--- config.mk ---
export PLATFORM = sky130hd
export DESIGN_NAME = fetch_stage
export DESIGN_NICKNAME = d
export VERILOG_FILES = /design/src/hdl/fetch_pkg.sv /design/src/hdl/fetch_stage.sv
export VERILOG_INCLUDE_DIRS = /design/src /design/src/hdl
export SDC_FILE = /design/constraint.sdc
export NUM_CORES = 1
export LEC_CHECK = 0
export ABC_AREA = 1
export BUFFER_PORTS_ARGS = -buffer_cell sky130_fd_sc_hd__buf_2
export CORE_AREA = 2 2 270 272
export CTS_CLUSTER_DIAMETER = 100
export CTS_CLUSTER_SIZE = 16
export DETAILED_ROUTE_END_ITERATION = 10
export DIE_AREA = 0 0 272 274
export PLACE_DENSITY = 0.3
export SYNTH_ARGS = -nofsm -noshare
export SYNTH_HDL_FRONTEND = slang
export SYNTH_SLANG_ARGS = --single-unit
export TNS_END_PERCENT = 1
--- constraint.sdc ---
create_clock -name clock -period 2.6 [get_ports clock]
set_input_delay 0.52 -clock clock [delete_from_list [all_inputs] [get_ports clock]]
set_output_delay 0.52 -clock clock [all_outputs]
set_load 0.05 [all_outputs]
--- src/hdl/fetch_defs.svh ---
`ifndef FETCH_DEFS_SVH
`define FETCH_DEFS_SVH

// address and fetch pair widths.
`define FETCH_ADDR_W 32
`define FETCH_DATA_W 64

// btac holds 2**BTAC_INDEX_W entries.
`define BTAC_INDEX_W 4

// itim depth in 64-bit words, log2.
`define ITIM_INDEX_W 8

// extra wait on a fenced request to model the invalidate.
`define ITIM_FENCE_CYCLES 4

`endif
--- src/hdl/fetch_pkg.sv ---
`default_nettype none

`include "fetch_defs.svh"

package fetch_pkg;

  typedef logic [`FETCH_ADDR_W-1:0] addr_t;
  typedef logic [`FETCH_DATA_W-1:0] fetch_data_t;
  typedef logic [`ITIM_INDEX_W-1:0] itim_index_t;

  // request machine of the fetch stage.
  typedef enum logic [1:0] {
    idle = 2'd0,
    busy = 2'd1,
    ctrl = 2'd2,
    inv  = 2'd3
  } fetch_state_t;

  // control from the rest of the core.
  typedef struct packed {
    logic  trap;
    logic  mret;
    logic  fence;
    addr_t mtvec;
    addr_t mepc;
    addr_t fence_npc;
    logic  clear;
  } redirect_t;

  // a branch resolved in execute, with the prediction it was fetched under.
  typedef struct packed {
    logic  valid;
    addr_t pc;
    addr_t target;
    logic  taken;
    logic  pred_taken;
    addr_t pred_taddr;
  } resolve_t;

  typedef struct packed {
    addr_t    get_pc;
    resolve_t resolve;
    logic     clear;
  } btac_in_t;

  typedef struct packed {
    logic  pred_branch;
    addr_t pred_baddr;
    addr_t pred_pc;
    logic  pred_miss;
    addr_t pred_maddr;
  } btac_out_t;

  typedef struct packed {
    logic  valid;
    logic  fence;
    logic  spec;
    addr_t addr;
  } itim_req_t;

  typedef struct packed {
    logic        ready;
    fetch_data_t rdata;
  } itim_rsp_t;

  typedef struct packed {
    logic        valid;
    addr_t       pc;
    fetch_data_t rdata;
    logic        taken;
    addr_t       taddr;
    addr_t       tpc;
  } fetch_packet_t;

endpackage

`default_nettype wire

--- src/hdl/fetch_stage.sv ---
`timescale 1ns/1ps
`default_nettype none

module fetch_stage (
  input  wire logic                 clock,
  input  wire logic                 reset,
  input  wire fetch_pkg::redirect_t redirect,
  input  wire fetch_pkg::resolve_t  resolve,
  input  wire logic                 stall,
  input  wire fetch_pkg::btac_out_t btac_out,
  output fetch_pkg::btac_in_t       btac_in,
  input  wire fetch_pkg::itim_rsp_t itim_rsp,
  output fetch_pkg::itim_req_t      itim_req,
  output fetch_pkg::fetch_packet_t  packet
);
  import fetch_pkg::*;

  fetch_state_t state_q;
  fetch_state_t state_d;
  addr_t pc_q;
  addr_t pc_d;

  logic advance;
  logic issue;
  logic spec;
  logic fence;
  logic taken;
  addr_t taddr;
  addr_t tpc;

  // the response for pc_q is consumed only in busy, unstalled and not cleared.
  assign advance = (state_q == busy) && itim_rsp.ready && !stall && !redirect.clear;

  // next pc.
  always_comb begin
    pc_d = pc_q;
    spec = 1'b0;
    fence = 1'b0;
    taken = 1'b0;
    taddr = '0;
    tpc = '0;

    if (redirect.trap) begin
      pc_d = redirect.mtvec;
      spec = 1'b1;
    end else if (redirect.mret) begin
      pc_d = redirect.mepc;
      spec = 1'b1;
    end else if (btac_out.pred_miss) begin
      pc_d = btac_out.pred_maddr;
      spec = 1'b1;
    end else if (redirect.fence) begin
      pc_d = redirect.fence_npc;
      spec = 1'b1;
      fence = 1'b1;
    end else if (advance && btac_out.pred_branch) begin
      pc_d = btac_out.pred_baddr;
      taken = 1'b1;
      taddr = btac_out.pred_baddr;
      tpc = btac_out.pred_pc;
    end else if (advance) begin
      pc_d = pc_q + addr_t'(8);
    end
  end

  // request machine.
  always_comb begin
    state_d = state_q;
    issue = 1'b0;

    case (state_q)
      idle: begin
        state_d = busy;
        issue = 1'b1;
      end
      busy: begin
        // while stalled the same pc is fetched again, so nothing is lost.
        if (itim_rsp.ready) begin
          issue = 1'b1;
        end else if (fence) begin
          state_d = inv;
        end else if (spec) begin
          state_d = ctrl;
        end
      end
      ctrl: begin
        if (itim_rsp.ready) begin
          state_d = busy;
          issue = 1'b1;
        end else if (fence) begin
          state_d = inv;
        end
      end
      inv: begin
        if (itim_rsp.ready) begin
          state_d = busy;
          issue = 1'b1;
        end
      end
      default: begin
        state_d = idle;
      end
    endcase

    if (redirect.clear) begin
      state_d = idle;
      issue = 1'b0;
    end
  end

  // a pending invalidate is carried by inv until its request goes out.
  always_comb begin
    itim_req.valid = issue;
    itim_req.fence = fence || (state_q == inv);
    itim_req.spec = spec || (state_q != busy);
    itim_req.addr = pc_d;
  end

  // the fetch arriving with a redirect is on the wrong path.
  always_comb begin
    packet.valid = advance && !spec;
    packet.pc = pc_q;
    packet.rdata = itim_rsp.rdata;
    packet.taken = taken;
    packet.taddr = taddr;
    packet.tpc = tpc;
  end

  always_comb begin
    btac_in.get_pc = pc_q;
    btac_in.resolve = resolve;
    btac_in.clear = redirect.clear;
  end

  always_ff @(posedge clock) begin
    if (!reset) begin
      state_q <= idle;
      pc_q <= '0;
    end else begin
      state_q <= state_d;
      pc_q <= pc_d;
    end
  end

endmodule

`default_nettype wire

==> results_dict.tcl <==
set metrics [dict create \
    violations "negative setup slack" \
    synth_area_um2 5480 \
    cts_tree "yes" \
    whs_path_depth 2 \
    tns_ns -3.69 \
    die_w_um 272 \
    hold_path.class "in2reg" \
    die_h_um 274 \
    wl_um 39500 \
    layout_commonest_cell "buf_2" \
    clkLatencyLatePin_ns 0.31 \
    gp_congestion 0.803 \
    drv_cap 0 \
    path_max_fanout 5 \
    synthArstFlopShare_pct 0 \
    timing.rr.start "state_q[1]" \
    vias_per_cell 3.20 \
    setup_viol 29 \
    cts_buffers 5 \
    cp.arrival_ns 2.30 \
    synthTopCellsByArea "buf_4, nand2_1, dfxtp_1, nor2_1, inv_1" \
    yosysUniqueCellTypes 38 \
    start_kind "flip-flop" \
    avgSynthCellArea_um2 5.80 \
    hold_violations 0 \
    clk_pin_slew_worst_paths_ns 0.07 \
    max_stage_delay_ns 0.33 \
    root_buffer "clkbuf_16" \
    holdPathEnd "pc_q[3]" \
    design_area_um2 9290 \
    port_buffers 367 \
    die-area_um2 74500 \
    netlist.area_leader.share_pct 27.3 \
    tightest_slew_ns 0.517 \
    wire_per_inst_um 18.1 \
    drc_errors 0 \
    hp-start "reset" \
    cp_data_required_time_ns 2.08 \
    status "complete, but fails checks" \
    timing.fmax_mhz 355 \
    syn_inst 945 \
    grt_pass1_wl_um 52700 \
    layout_common_cells "buf_2, nand2_1, buf_4" \
    crit_chain "inv_2, ha_4, nand2_4, inv_2, nand2_4, nor2_4, nand3_4, nor2_4, nand2_1, nand2_1, nand3_2, nand2_2, nand2_1, nand2_4, nand2_2, buf_6" \
    reg2reg_to "pc_q[29]" \
    ant_nets 0 \
    place_inst 2170 \
    place_area_um2 8330 \
    start_util_pct 7.61 \
    leakage_nw 4.60 \
    max_slew_margin_pct 65.5 \
    row_count 99 \
    ys_seq_area_share_pct 12.4 \
    layout-drive-gt1-share_pct 55.0 \
    pin_count 694 \
    dp_slack_ns -0.580 \
    pwr_density_cell_nw_per_um2 303 \
    grtUsageMet1_pct 11.8 \
    antenna_found_initial 13 \
    rrSetupSlack_ns 0.49 \
    crit_slowest_cell "dfxtp_2" \
    maxSlewViolCount 0 \
    dp_hpwl_um 34000 \
    syn_nets 1315 \
    drtPass1Iterations 4 \
    core_area_um2 72000 \
    h-tree-depth 2 \
    synth-edff-count 0 \
    max-clock-path-buffers 2 \
    nNetsFinal 1589 \
    min_period_ns 2.82 \
    grtUsageMet2_pct 17.3 \
    rsz0062_at_grt "true" \
    drtIter0Drc 245 \
    clock_sinks 34 \
    grt_use_total_pct 10.1 \
    globalRouteOverflowTotal 0 \
    ir_worst_vdd_mv 0.209 \
    dr_total_vias 6976 \
    total_power_mw 2.81 \
    worstSetupEndpointType "output pin" \
    finalClockSkew_ns 0.0103 \
    period_share_pct 108 \
    synth-seq-cells 34 \
    grt_use_met3_pct 2.67 \
    ff2ff_path_depth 15 \
    fin_ws_ns -0.216 \
    ys_warn_count 0 \
    crit_type "reg2out" \
    instances_no_fill 2182 \
    synthFlopType "dfxtp_1" \
    busiest_layer "met2" \
    grt_pass1_vias 7171 \
    grt_max_degree 56 \
    synth_area_leader_cell "buf_4" \
    area_delta_synth_final_pct 69.4 \
]
## routing by layer
metal  vias to the layer above  routed length (um)
met5                         -                  52
met4                        10                1570
met3                        89                2730
met2                       358               18800
met1                      3199               16300
li1                       3320                   -
## flip-flops by register name, indices dropped and copies added (netlist names)
| signal | cells |
|---|---|
| state_q | 2 |
| pc_q | 32 |
## kinds of logic (layout without fill, tap and decap cells)
family | Yosys count | in the layout | share of synthesized area, %
XOR/XNOR | 7 | 7 | 1.12
other | 0 | 4 | 0
buffers and inverters | 335 | 609 | 36.8
AO/OA/AOI/OAI | 131 | 131 | 15.2
adder cells (fa/ha/maj) | 5 | 5 | 1.14
AND/OR/NAND/NOR | 433 | 433 | 33.4
flip-flops | 34 | 34 | 12.4
## cell usage after synthesis (5+ instances only)
library cell,n
a21oi_1,58
a21oi_2,5
a221oi_1,28
buf_2,9
buf_4,199
clkbuf_1,28
dfxtp_1,34
ha_1,5
inv_1,92
inv_2,6
nand2_1,224
nand3_1,23
nand3b_1,6
nand4_1,5
nor2_1,147
nor2_2,5
nor3_1,6
o211ai_1,9
o21ai_0,16
o21ai_1,6
## cell type report
cell class	instances	area, um^2
Sequential cell	34	696
Clock buffer	5	125
Multi-Input combinational cell	576	3300
Antenna cell	4	10.0
Timing Repair Buffer	503	3570
Tap cell	959	1200
Inverter	99	374
Fill cell	8459	62700
Clock inverter	2	10.0
## worst max-delay path: cells and delay by family (launching register included)
family                     cells  cell delay [ns]
DFF                            1             0.33
and+or+nand+nor               12             1.19
buffers and inverters          3             0.29
adders and majority gates      1             0.15
## what timing repair did
action | 4_1_cts | 5_1_grt
hold buffers | 0 | 0
resized for setup | 158 | 109
pin swaps | 20 | 15
buffers inserted | 1 | 0
setup endpoints to repair | 96 | 96
endpoints found under the hold margin | 0 | 0
## stage by stage
stage / util (%) / hold WS [ns]
after CTS: 12.4 / 0.467
after detailed placement: 11.6 / 0.624
final: 12.9 / 0.481
after floorplan: - / 0.502
after global placement: 11.6 / 0.621
after global routing: 12.9 / 0.493
## how the worst max path moves through the flow
stage	startpoint	to	cells past startpoint
5_1_grt	state_q[1]	itim_req[17]	15
3_5_place_dp	redirect[0]	itim_req[14]	13
4_1_cts	state_q[1]	itim_req[20]	16
6_report	state_q[1]	itim_req[20]	16
3_3_place_gp	redirect[0]	itim_req[14]	13
2_1_floorplan	btac_out[32]	packet[30]	7
## report_power, final
part	leakage [nW]	total (mW)	internal, mW	switching [mW]
logic	4.25	1.54	0.528	1.01
registers	0.286	0.607	0.560	0.0465
clock network	0.0695	0.665	0.349	0.316
No activity file was read; power rests on OpenSTA's default activity.
