--- src/hdl/fetch_defs.svh ---
`ifndef FETCH_DEFS_SVH
`define FETCH_DEFS_SVH

// address and fetch pair widths.
`define FETCH_ADDR_W 32
`define FETCH_DATA_W 64

// btac holds 2**BTAC_INDEX_W entries.
`define BTAC_INDEX_W 4

// itim depth in 64-bit words, log2.
`define ITIM_INDEX_W 8

// extra wait on a fenced request to model the invalidate.
`define ITIM_FENCE_CYCLES 4

`endif
--- src/hdl/fetch_pkg.sv ---
`default_nettype none

`include "fetch_defs.svh"

package fetch_pkg;

  typedef logic [`FETCH_ADDR_W-1:0] addr_t;
  typedef logic [`FETCH_DATA_W-1:0] fetch_data_t;
  typedef logic [`ITIM_INDEX_W-1:0] itim_index_t;

  // request machine of the fetch stage.
  typedef enum logic [1:0] {
    idle = 2'd0,
    busy = 2'd1,
    ctrl = 2'd2,
    inv  = 2'd3
  } fetch_state_t;

  // control from the rest of the core.
  typedef struct packed {
    logic  trap;
    logic  mret;
    logic  fence;
    addr_t mtvec;
    addr_t mepc;
    addr_t fence_npc;
    logic  clear;
  } redirect_t;

  // a branch resolved in execute, with the prediction it was fetched under.
  typedef struct packed {
    logic  valid;
    addr_t pc;
    addr_t target;
    logic  taken;
    logic  pred_taken;
    addr_t pred_taddr;
  } resolve_t;

  typedef struct packed {
    addr_t    get_pc;
    resolve_t resolve;
    logic     clear;
  } btac_in_t;

  typedef struct packed {
    logic  pred_branch;
    addr_t pred_baddr;
    addr_t pred_pc;
    logic  pred_miss;
    addr_t pred_maddr;
  } btac_out_t;

  typedef struct packed {
    logic  valid;
    logic  fence;
    logic  spec;
    addr_t addr;
  } itim_req_t;

  typedef struct packed {
    logic        ready;
    fetch_data_t rdata;
  } itim_rsp_t;

  typedef struct packed {
    logic        valid;
    addr_t       pc;
    fetch_data_t rdata;
    logic        taken;
    addr_t       taddr;
    addr_t       tpc;
  } fetch_packet_t;

endpackage

`default_nettype wire

--- src/hdl/btac_table.sv ---
`timescale 1ns/1ps
`default_nettype none

`include "fetch_defs.svh"

module btac_table (
  input  wire logic                 clock,
  input  wire logic                 reset,
  input  wire fetch_pkg::btac_in_t  btac_in,
  output fetch_pkg::btac_out_t      btac_out
);
  import fetch_pkg::*;

  localparam int DEPTH = 1 << `BTAC_INDEX_W;
  localparam int TAG_LSB = 3 + `BTAC_INDEX_W;
  localparam int TAG_W = `FETCH_ADDR_W - TAG_LSB;

  logic [DEPTH-1:0] entry_valid;
  logic [TAG_W-1:0] entry_tag [DEPTH];
  addr_t entry_target [DEPTH];

  resolve_t res;
  logic [`BTAC_INDEX_W-1:0] get_index;
  logic [`BTAC_INDEX_W-1:0] upd_index;
  logic [TAG_W-1:0] get_tag;
  logic [TAG_W-1:0] upd_tag;
  logic upd_match;
  logic target_differs;

  assign res = btac_in.resolve;

  // both slots of a pair share one entry.
  assign get_index = btac_in.get_pc[3 +: `BTAC_INDEX_W];
  assign get_tag = btac_in.get_pc[`FETCH_ADDR_W-1:TAG_LSB];
  assign upd_index = res.pc[3 +: `BTAC_INDEX_W];
  assign upd_tag = res.pc[`FETCH_ADDR_W-1:TAG_LSB];

  assign upd_match = entry_valid[upd_index] && (entry_tag[upd_index] == upd_tag);

  // lookup of the registered fetch pc.
  always_comb begin
    btac_out.pred_branch = entry_valid[get_index] && (entry_tag[get_index] == get_tag);
    btac_out.pred_baddr = entry_target[get_index];
    btac_out.pred_pc = btac_in.get_pc;
  end

  // mispredict check on the resolve strobe.
  always_comb begin
    target_differs = res.target != res.pred_taddr;
    btac_out.pred_miss = res.valid &&
                         ((res.taken != res.pred_taken) || (res.taken && target_differs));
    if (res.taken) begin
      btac_out.pred_maddr = res.target;
    end else begin
      btac_out.pred_maddr = res.pc + addr_t'(4);
    end
  end

  always_ff @(posedge clock) begin
    if (!reset) begin
      entry_valid <= '0;
    end else if (btac_in.clear) begin
      entry_valid <= '0;
    end else if (res.valid) begin
      if (res.taken) begin
        entry_valid[upd_index] <= 1'b1;
      end else if (upd_match) begin
        entry_valid[upd_index] <= 1'b0;
      end
    end
  end

  always_ff @(posedge clock) begin
    if (res.valid && res.taken) begin
      entry_tag[upd_index] <= upd_tag;
      entry_target[upd_index] <= res.target;
    end
  end

endmodule

`default_nettype wire

--- config.mk ---
export PLATFORM = sky130hd
export DESIGN_NAME = btac_table
export DESIGN_NICKNAME = d
export VERILOG_FILES = /design/src/hdl/fetch_pkg.sv /design/src/hdl/btac_table.sv
export VERILOG_INCLUDE_DIRS = /design/src /design/src/hdl
export SDC_FILE = /design/constraint.sdc
export NUM_CORES = 1
export LEC_CHECK = 0
export BUFFER_PORTS_ARGS = -buffer_cell sky130_fd_sc_hd__buf_2
export CORE_MARGIN = 2
export CORE_UTILIZATION = 50
export CTS_CLUSTER_SIZE = 24
export DETAILED_ROUTE_END_ITERATION = 12
export GPL_ROUTABILITY_DRIVEN = 0
export MAX_ROUTING_LAYER = met4
export PLACE_DENSITY = 0.76
export SLEW_MARGIN = 20
export SYNTH_ARGS = -nofsm -noshare
export SYNTH_HDL_FRONTEND = slang
export SYNTH_SLANG_ARGS = --single-unit
--- constraint.sdc ---
create_clock -name clock -period 5.1 [get_ports clock]
set_input_delay 1.02 -clock clock [delete_from_list [all_inputs] [get_ports clock]]
set_output_delay 1.02 -clock clock [all_outputs]
set_load 0.1 [all_outputs]
==> results of run 1 <==
-- routing by layer --
layer,vias to the layer above,share of wire (%)
li1,8964,-
met2,1747,48
met4,0,3.8
met1,11870,36
met3,312,13
met5,-,0
-- power breakdown --
group,switching [µW],leakage (µW),total [µW],internal (µW)
Combinational,1250,0.00553,1880,625
Clock,2900,0.00146,6800,3900
Sequential,30.5,0.00834,8490,8460
-- worst register-to-register path: stages (launching register included) --
cell	delay, ns
edfxtp_1	0.40
mux4_2	0.52
and2_0	0.19
o21ai_0	0.23
o211ai_1	0.22
or4bb_1	0.67
a2111oi_4	0.43
nand4b_2	0.27
o31a_1	0.30
-- cells by family (layout without fill, tap and decap cells) --
logic type	after synthesis	after routing	synth area share (%)
compound gates	143	143	2.649
xor+xnor	104	104	2.229
fa+ha+maj	1	1	0.03062
buf+inv	170	507	2.324
flops	928	928	67.81
mux	451	451	22.55
other cells	0	6	0
simple gates	195	195	2.407
-- metrics by stage --
step	setup slack, ns	hold WS (ns)	total power [µW]	area [µm²]	instances
after floorplan	-0.6127	0.5125	9905	40950	1992
after global placement	0.05426	0.5323	10480	44060	3222
after CTS	0.05752	0.5671	17210	47060	3388
final	0.09383	0.5649	17170	47120	3395
after detailed placement	0.06246	0.5445	10510	44060	3222
after global routing	0.01346	0.5795	17580	47120	3395
-- cells in the final DEF, fill, tap and decap left out, drive strengths merged, types with 24 or more instances in the layout --
| cell | n |
|---|---|
| edfxtp | 912 |
| mux4 | 371 |
| buf | 320 |
| clkbuf | 102 |
| nand2 | 66 |
| mux2i | 63 |
| xnor2 | 57 |
| xor2 | 47 |
| clkinv | 42 |
| o21ai | 40 |
| nor2 | 36 |
| inv | 25 |
| nand3 | 24 |
-- sequential cells by signal, summed over array words and instances, names as in the netlist, named ones only --
name	flops
entry_tag	400
entry_target	512
-- how the worst min path moves through the flow --
stage          cells past startpoint       end  startpoint  slack (ns)
2_1_floorplan                      1  register    register        0.51
3_3_place_gp                       1  register    register        0.53
3_5_place_dp                       1  register    register        0.54
4_1_cts                            1  register    register        0.57
5_1_grt                            1  register    register        0.58
6_report                           1  register    register        0.56
-- cell type report --
type	count	area, µm²
clock buffers	100	2311
flip-flops and latches	928	27710
multi-input cells	894	12390
clock inverters	66	690.7
well taps	1060	1326
inverters	19	71.32
fillers	5743	33560
repair buffers	322	2603
diodes	6	15.01
-- timing repair --
| action | CTS | global route |
|---|---|---|
| resized for setup | 0 | 2 |
| hold buffers | 0 | 0 |
| setup endpoints to repair | 0 | 1 |
| endpoints found under the hold margin | 0 | 0 |
==> impl_metrics.py, run 1 <==
metrics = {
    "cells_and_area": {
        "fin_util_pct": 58.40,
        "drive_gt1_share_pct": 38.00,
        "nets": 2389,
        "syn_to_final_growth_pct": 15.32,
    },
    "worst_setup_path": {
        "r2r-start": "entry_tag[14][9]$_DFFE_PP_",
        "path_cells": "buf_8 > buf_12 > buf_12 > mux4_2 > mux4_2 > xor2_1 > nor4_1 > nand3_1 > nor4_4 > buf_12",
        "crit_slowest_cell": "mux4_2",
        "path_max_fanout": 16,
        "r2r_cells": 8,
        "slowest_delay_ns": 0.53,
        "cp-start-kind": "input port",
        "cp_data_arrival_time_ns": 3.99,
        "critical_path.top_delay_family": "multiplexers",
        "r2r_slack_ns": 1.78,
        "crit_path_end": "btac_out[97]",
        "cp-startpoint": "btac_in[103]",
        "cp.required_ns": 4.08,
        "cp.depth": 10,
        "critPathKind": "input port to primary output",
        "critPathCaptureType": "primary output",
        "crit_buf_inv": 4,
        "cp_common_cell": "buf_12",
    },
    "logic_synthesis": {
        "synth_common_cells": "edfxtp_1, mux4_2, nand2_1",
        "yosysTopAreaCell": "edfxtp_1",
        "synthMostInstantiatedCell": "edfxtp_1",
        "postSynthAreaPerCell_um2": 20.51,
        "ys_ff_latch": 928,
        "ys_top_cells_by_area": "edfxtp_1, mux4_2, mux2i_1",
        "synth_cell_types": 68,
        "synth_ff_type": "edfxtp_1",
        "async_flop_share_pct": 0,
        "yosysSeqAreaShare_pct": 67.81,
        "yosysWarnings": 0,
        "syn_nets": 2127,
        "synth-edff-count": 912,
        "syn_area_um2": 40860,
        "synthCells": 1992,
        "synth_top_area_share_pct": 67.03,
    },
    "power": {
        "power_per_cell_area_nw_per_um2": 364.4,
        "p_leak_uw": 0.01534,
        "vdd_drop_max_uv": 261.6,
    },
    "cts": {
        "cts_tree": "done",
        "clock_latency_ns": 0.66,
        "cts_root_buffer": "clkbuf_16",
        "cts_setup_buffers": 0,
        "numCtsBuffers": 89,
        "htreeDepth": 3,
        "clk_pin_slew_worst_paths_ns": 0.07,
        "cts_buffer_depth": 3,
        "clock-sinks": 928,
    },
    "placed_design": {
        "port_buffers": 225,
        "dp_hpwl_um": 68270,
    },
    "grt": {
        "grt_pass1_vias": 22920,
        "grt_pass1_wl_um": 162900,
        "grt_overflow": 0,
        "globalRouteTotalUtil_pct": 27.77,
        "grt-busiest-layer": "met2",
        "grt_max_degree": 81,
        "antenna_found_initial": 8,
        "use_met1_pct": 37.26,
        "grtUsageMet3_pct": 6.702,
        "grtUsageMet2_pct": 42.34,
    },
    "sta": {
        "slew_violations": 0,
        "finalClockSkew_ns": 0.02700,
        "fin_crit_sh_pct": 98.16,
        "worst_pin_slew_ns": 1.087,
        "final-setup-viol-count": 0,
        "rsz0062_at_grt": "false",
        "period_minus_slack_ns": 5.006,
        "max_slew_margin_pct": 27.36,
        "max_freq_mhz": 199.8,
        "hold_viol": 0,
        "tns_ns": 0,
    },
    "floorplan": {
        "initial_core_util_pct": 50.64,
        "coreArea_um2": 80680,
        "die_x_um": 289.9,
        "die_h_um": 289.9,
        "rows": 104,
        "die_area_um2": 84020,
        "io_pins": 232,
    },
    "route": {
        "routed_wl_um": 113600,
        "vias": 22890,
        "avgViaCountPerCell": 6.743,
        "drc": 0,
        "wl_per_cell_um": 33.46,
        "first_pass_iters": 6,
        "antenna_left": 0,
        "drtIter0Drc": 3350,
    },
    "run": {
        "cap_violations": 0,
    },
    "min_path": {
        "min_path_type": "register to register",
    },
    "run_status": {
        "status": "finished, final reports clean",
    },
}
Note: power is estimated with default switching activity, not from simulation.
==> inputs of run 2 (changes only) <==
Settings changed: BUFFER_PORTS_ARGS -buffer_cell sky130_fd_sc_hd__buf_2 to -buffer_cell sky130_fd_sc_hd__clkbuf_2.
==> run 2 against run 1 <==
  * Clock skew down 0.0079 ns
  * Count of clock-buffer cells in the layout up 12
  * First-iteration DRC count down 3.9%
  * Sequential power about the same
==> impl_metrics.py, run 2 (synthesized netlist as in run 1, its figures left out) <==
metrics = {
    "route": {
        "wl_per_cell_um": 33.63,
        "first_pass_iters": 8,
        "wl_met2_um": 55010,
        "drtIter0Drc": 3218,
        "antenna_left": 0,
        "routed_wl_um": 114200,
        "met1_length_um": 41360,
        "drc": 0,
        "avgViaCountPerCell": 6.694,
        "top_layer": "met4",
        "vias": 22720,
        "route.met3.wl_um": 13540,
    },
    "cells_and_area": {
        "final_common_cell": "edfxtp_1",
        "top_register": "entry_target",
        "reg.largest.list": "entry_target: 512 flops, entry_tag: 400 flops",
        "n_fill_cell": 5735,
        "drive_gt1_share_pct": 37.60,
        "largest_register_ffs": 512,
        "nets": 2393,
        "final_cell_mix": "edfxtp_1, mux4_2, clkbuf_2",
        "syn_to_final_growth_pct": 15.10,
    },
    "worst_setup_path": {
        "path_cells": "buf_8 > buf_12 > mux4_2 > mux4_2 > xor2_1 > nor4_1 > buf_4 > nand3_1 > buf_4 > nor4_4 > buf_12",
        "slowest_delay_ns": 0.51,
        "cp.required_ns": 4.08,
        "crit_slowest_cell": "mux4_2",
        "critPathCaptureType": "primary output",
        "critical_path.top_delay_family": "multiplexers",
        "path_max_fanout": 18,
        "cp-start-kind": "input port",
        "crit_buf_inv": 5,
        "critPathKind": "input port to primary output",
        "cp_data_arrival_time_ns": 3.99,
    },
    "cts": {
        "cts_buffer_depth": 3,
        "cts_tree": "done",
        "cts-resized-gates": 0,
        "ctsHoldBuffers": 0,
        "clock-sinks": 928,
        "numCtsBuffers": 90,
        "clock_latency_ns": 0.66,
        "cts_root_buffer": "clkbuf_16",
        "htreeDepth": 3,
        "clk_pin_slew_worst_paths_ns": 0.06,
        "cts_setup_buffers": 0,
    },
    "floorplan": {
        "die_x_um": 289.9,
        "io_pins": 232,
        "initial_core_util_pct": 50.64,
        "coreArea_um2": 80680,
        "die_h_um": 289.9,
        "rows": 104,
        "die_area_um2": 84020,
    },
    "run": {
        "cap_violations": 0,
    },
    "power": {
        "p_leak_uw": 0.01534,
        "finalPower_uw": 17000,
        "power_per_cell_area_nw_per_um2": 361.6,
        "vdd_drop_max_uv": 239.7,
    },
    "sta": {
        "max_freq_mhz": 199.7,
        "finalClockSkew_ns": 0.01910,
        "rsz0062_at_grt": "false",
        "slew_violations": 0,
        "timing.hold.ws_ns": 0.5715,
        "hold_viol": 0,
        "setup_ws_ns": 0.09227,
        "worst_pin_slew_ns": 0.9964,
        "fin_crit_sh_pct": 98.19,
        "period_minus_slack_ns": 5.008,
        "final-setup-viol-count": 0,
        "max_slew_margin_pct": 33.57,
    },
    "placed_design": {
        "post-place-ws_ns": 0.09289,
        "dp_hpwl_um": 68530,
        "port_buffers": 225,
    },
    "grt": {
        "grt_overflow": 0,
        "antenna_found_initial": 4,
        "globalRouteTotalUtil_pct": 28.20,
        "grt_pass1_wl_um": 164900,
        "grt_pass1_vias": 23140,
        "grt_max_degree": 101,
    },
    "run_status": {
        "status": "finished, final reports clean",
    },
    "min_path": {
        "min_path_type": "register to register",
    },
}
==> run 2: layout make-up <==
class	instances	area (µm²)	share of cell area, %
clock buffers	112	2377	5.055
repair buffers	325	2579	5.483
clock inverters	52	569.3	1.211
flip-flops and latches	928	27710	58.92
diodes	4	10.01	0.02128
well taps	1060	1326	2.820
inverters	19	71.32	0.1517
multi-input cells	894	12390	26.34
==> run 2: stage by stage <==
stage                     std cells  setup TNS (ns)  instance area, µm²  util [%]
final                          3394               0               47030     58.29
after detailed placement       3226               0               44070     54.63
after floorplan                1992         -0.6127               40950         -
after global placement         3226               0               44070     54.63
after CTS                      3390               0               47020     58.28
after global routing           3394               0               47030     58.29
==> run 2: final timing paths <==
check | from | endpoint | slack (ns) | cells after the start
min reg2reg | register | register | 0.57 | 1
min | register | register | 0.57 | 1
max reg2reg | entry_tag[14][9]$_DFFE_PP_ | register | 1.62 | 8
max | btac_in[103] | btac_out[97] | 0.09 | 11
==> run 2: power breakdown <==
group          internal [µW]  switching [µW]  total [µW]
registers               8460            30.3        8500
clock network           3790            2840        6630
logic                    623            1250        1880
==> run 2: routing by layer <==
| layer | track usage, % | up-vias |
|---|---|---|
| li1 | - | 8973 |
| met1 | 37.64 | 11860 |
| met2 | 43.63 | 1639 |
| met3 | 6.028 | 252 |
| met4 | 9.616 | 0 |
| met5 | - | - |
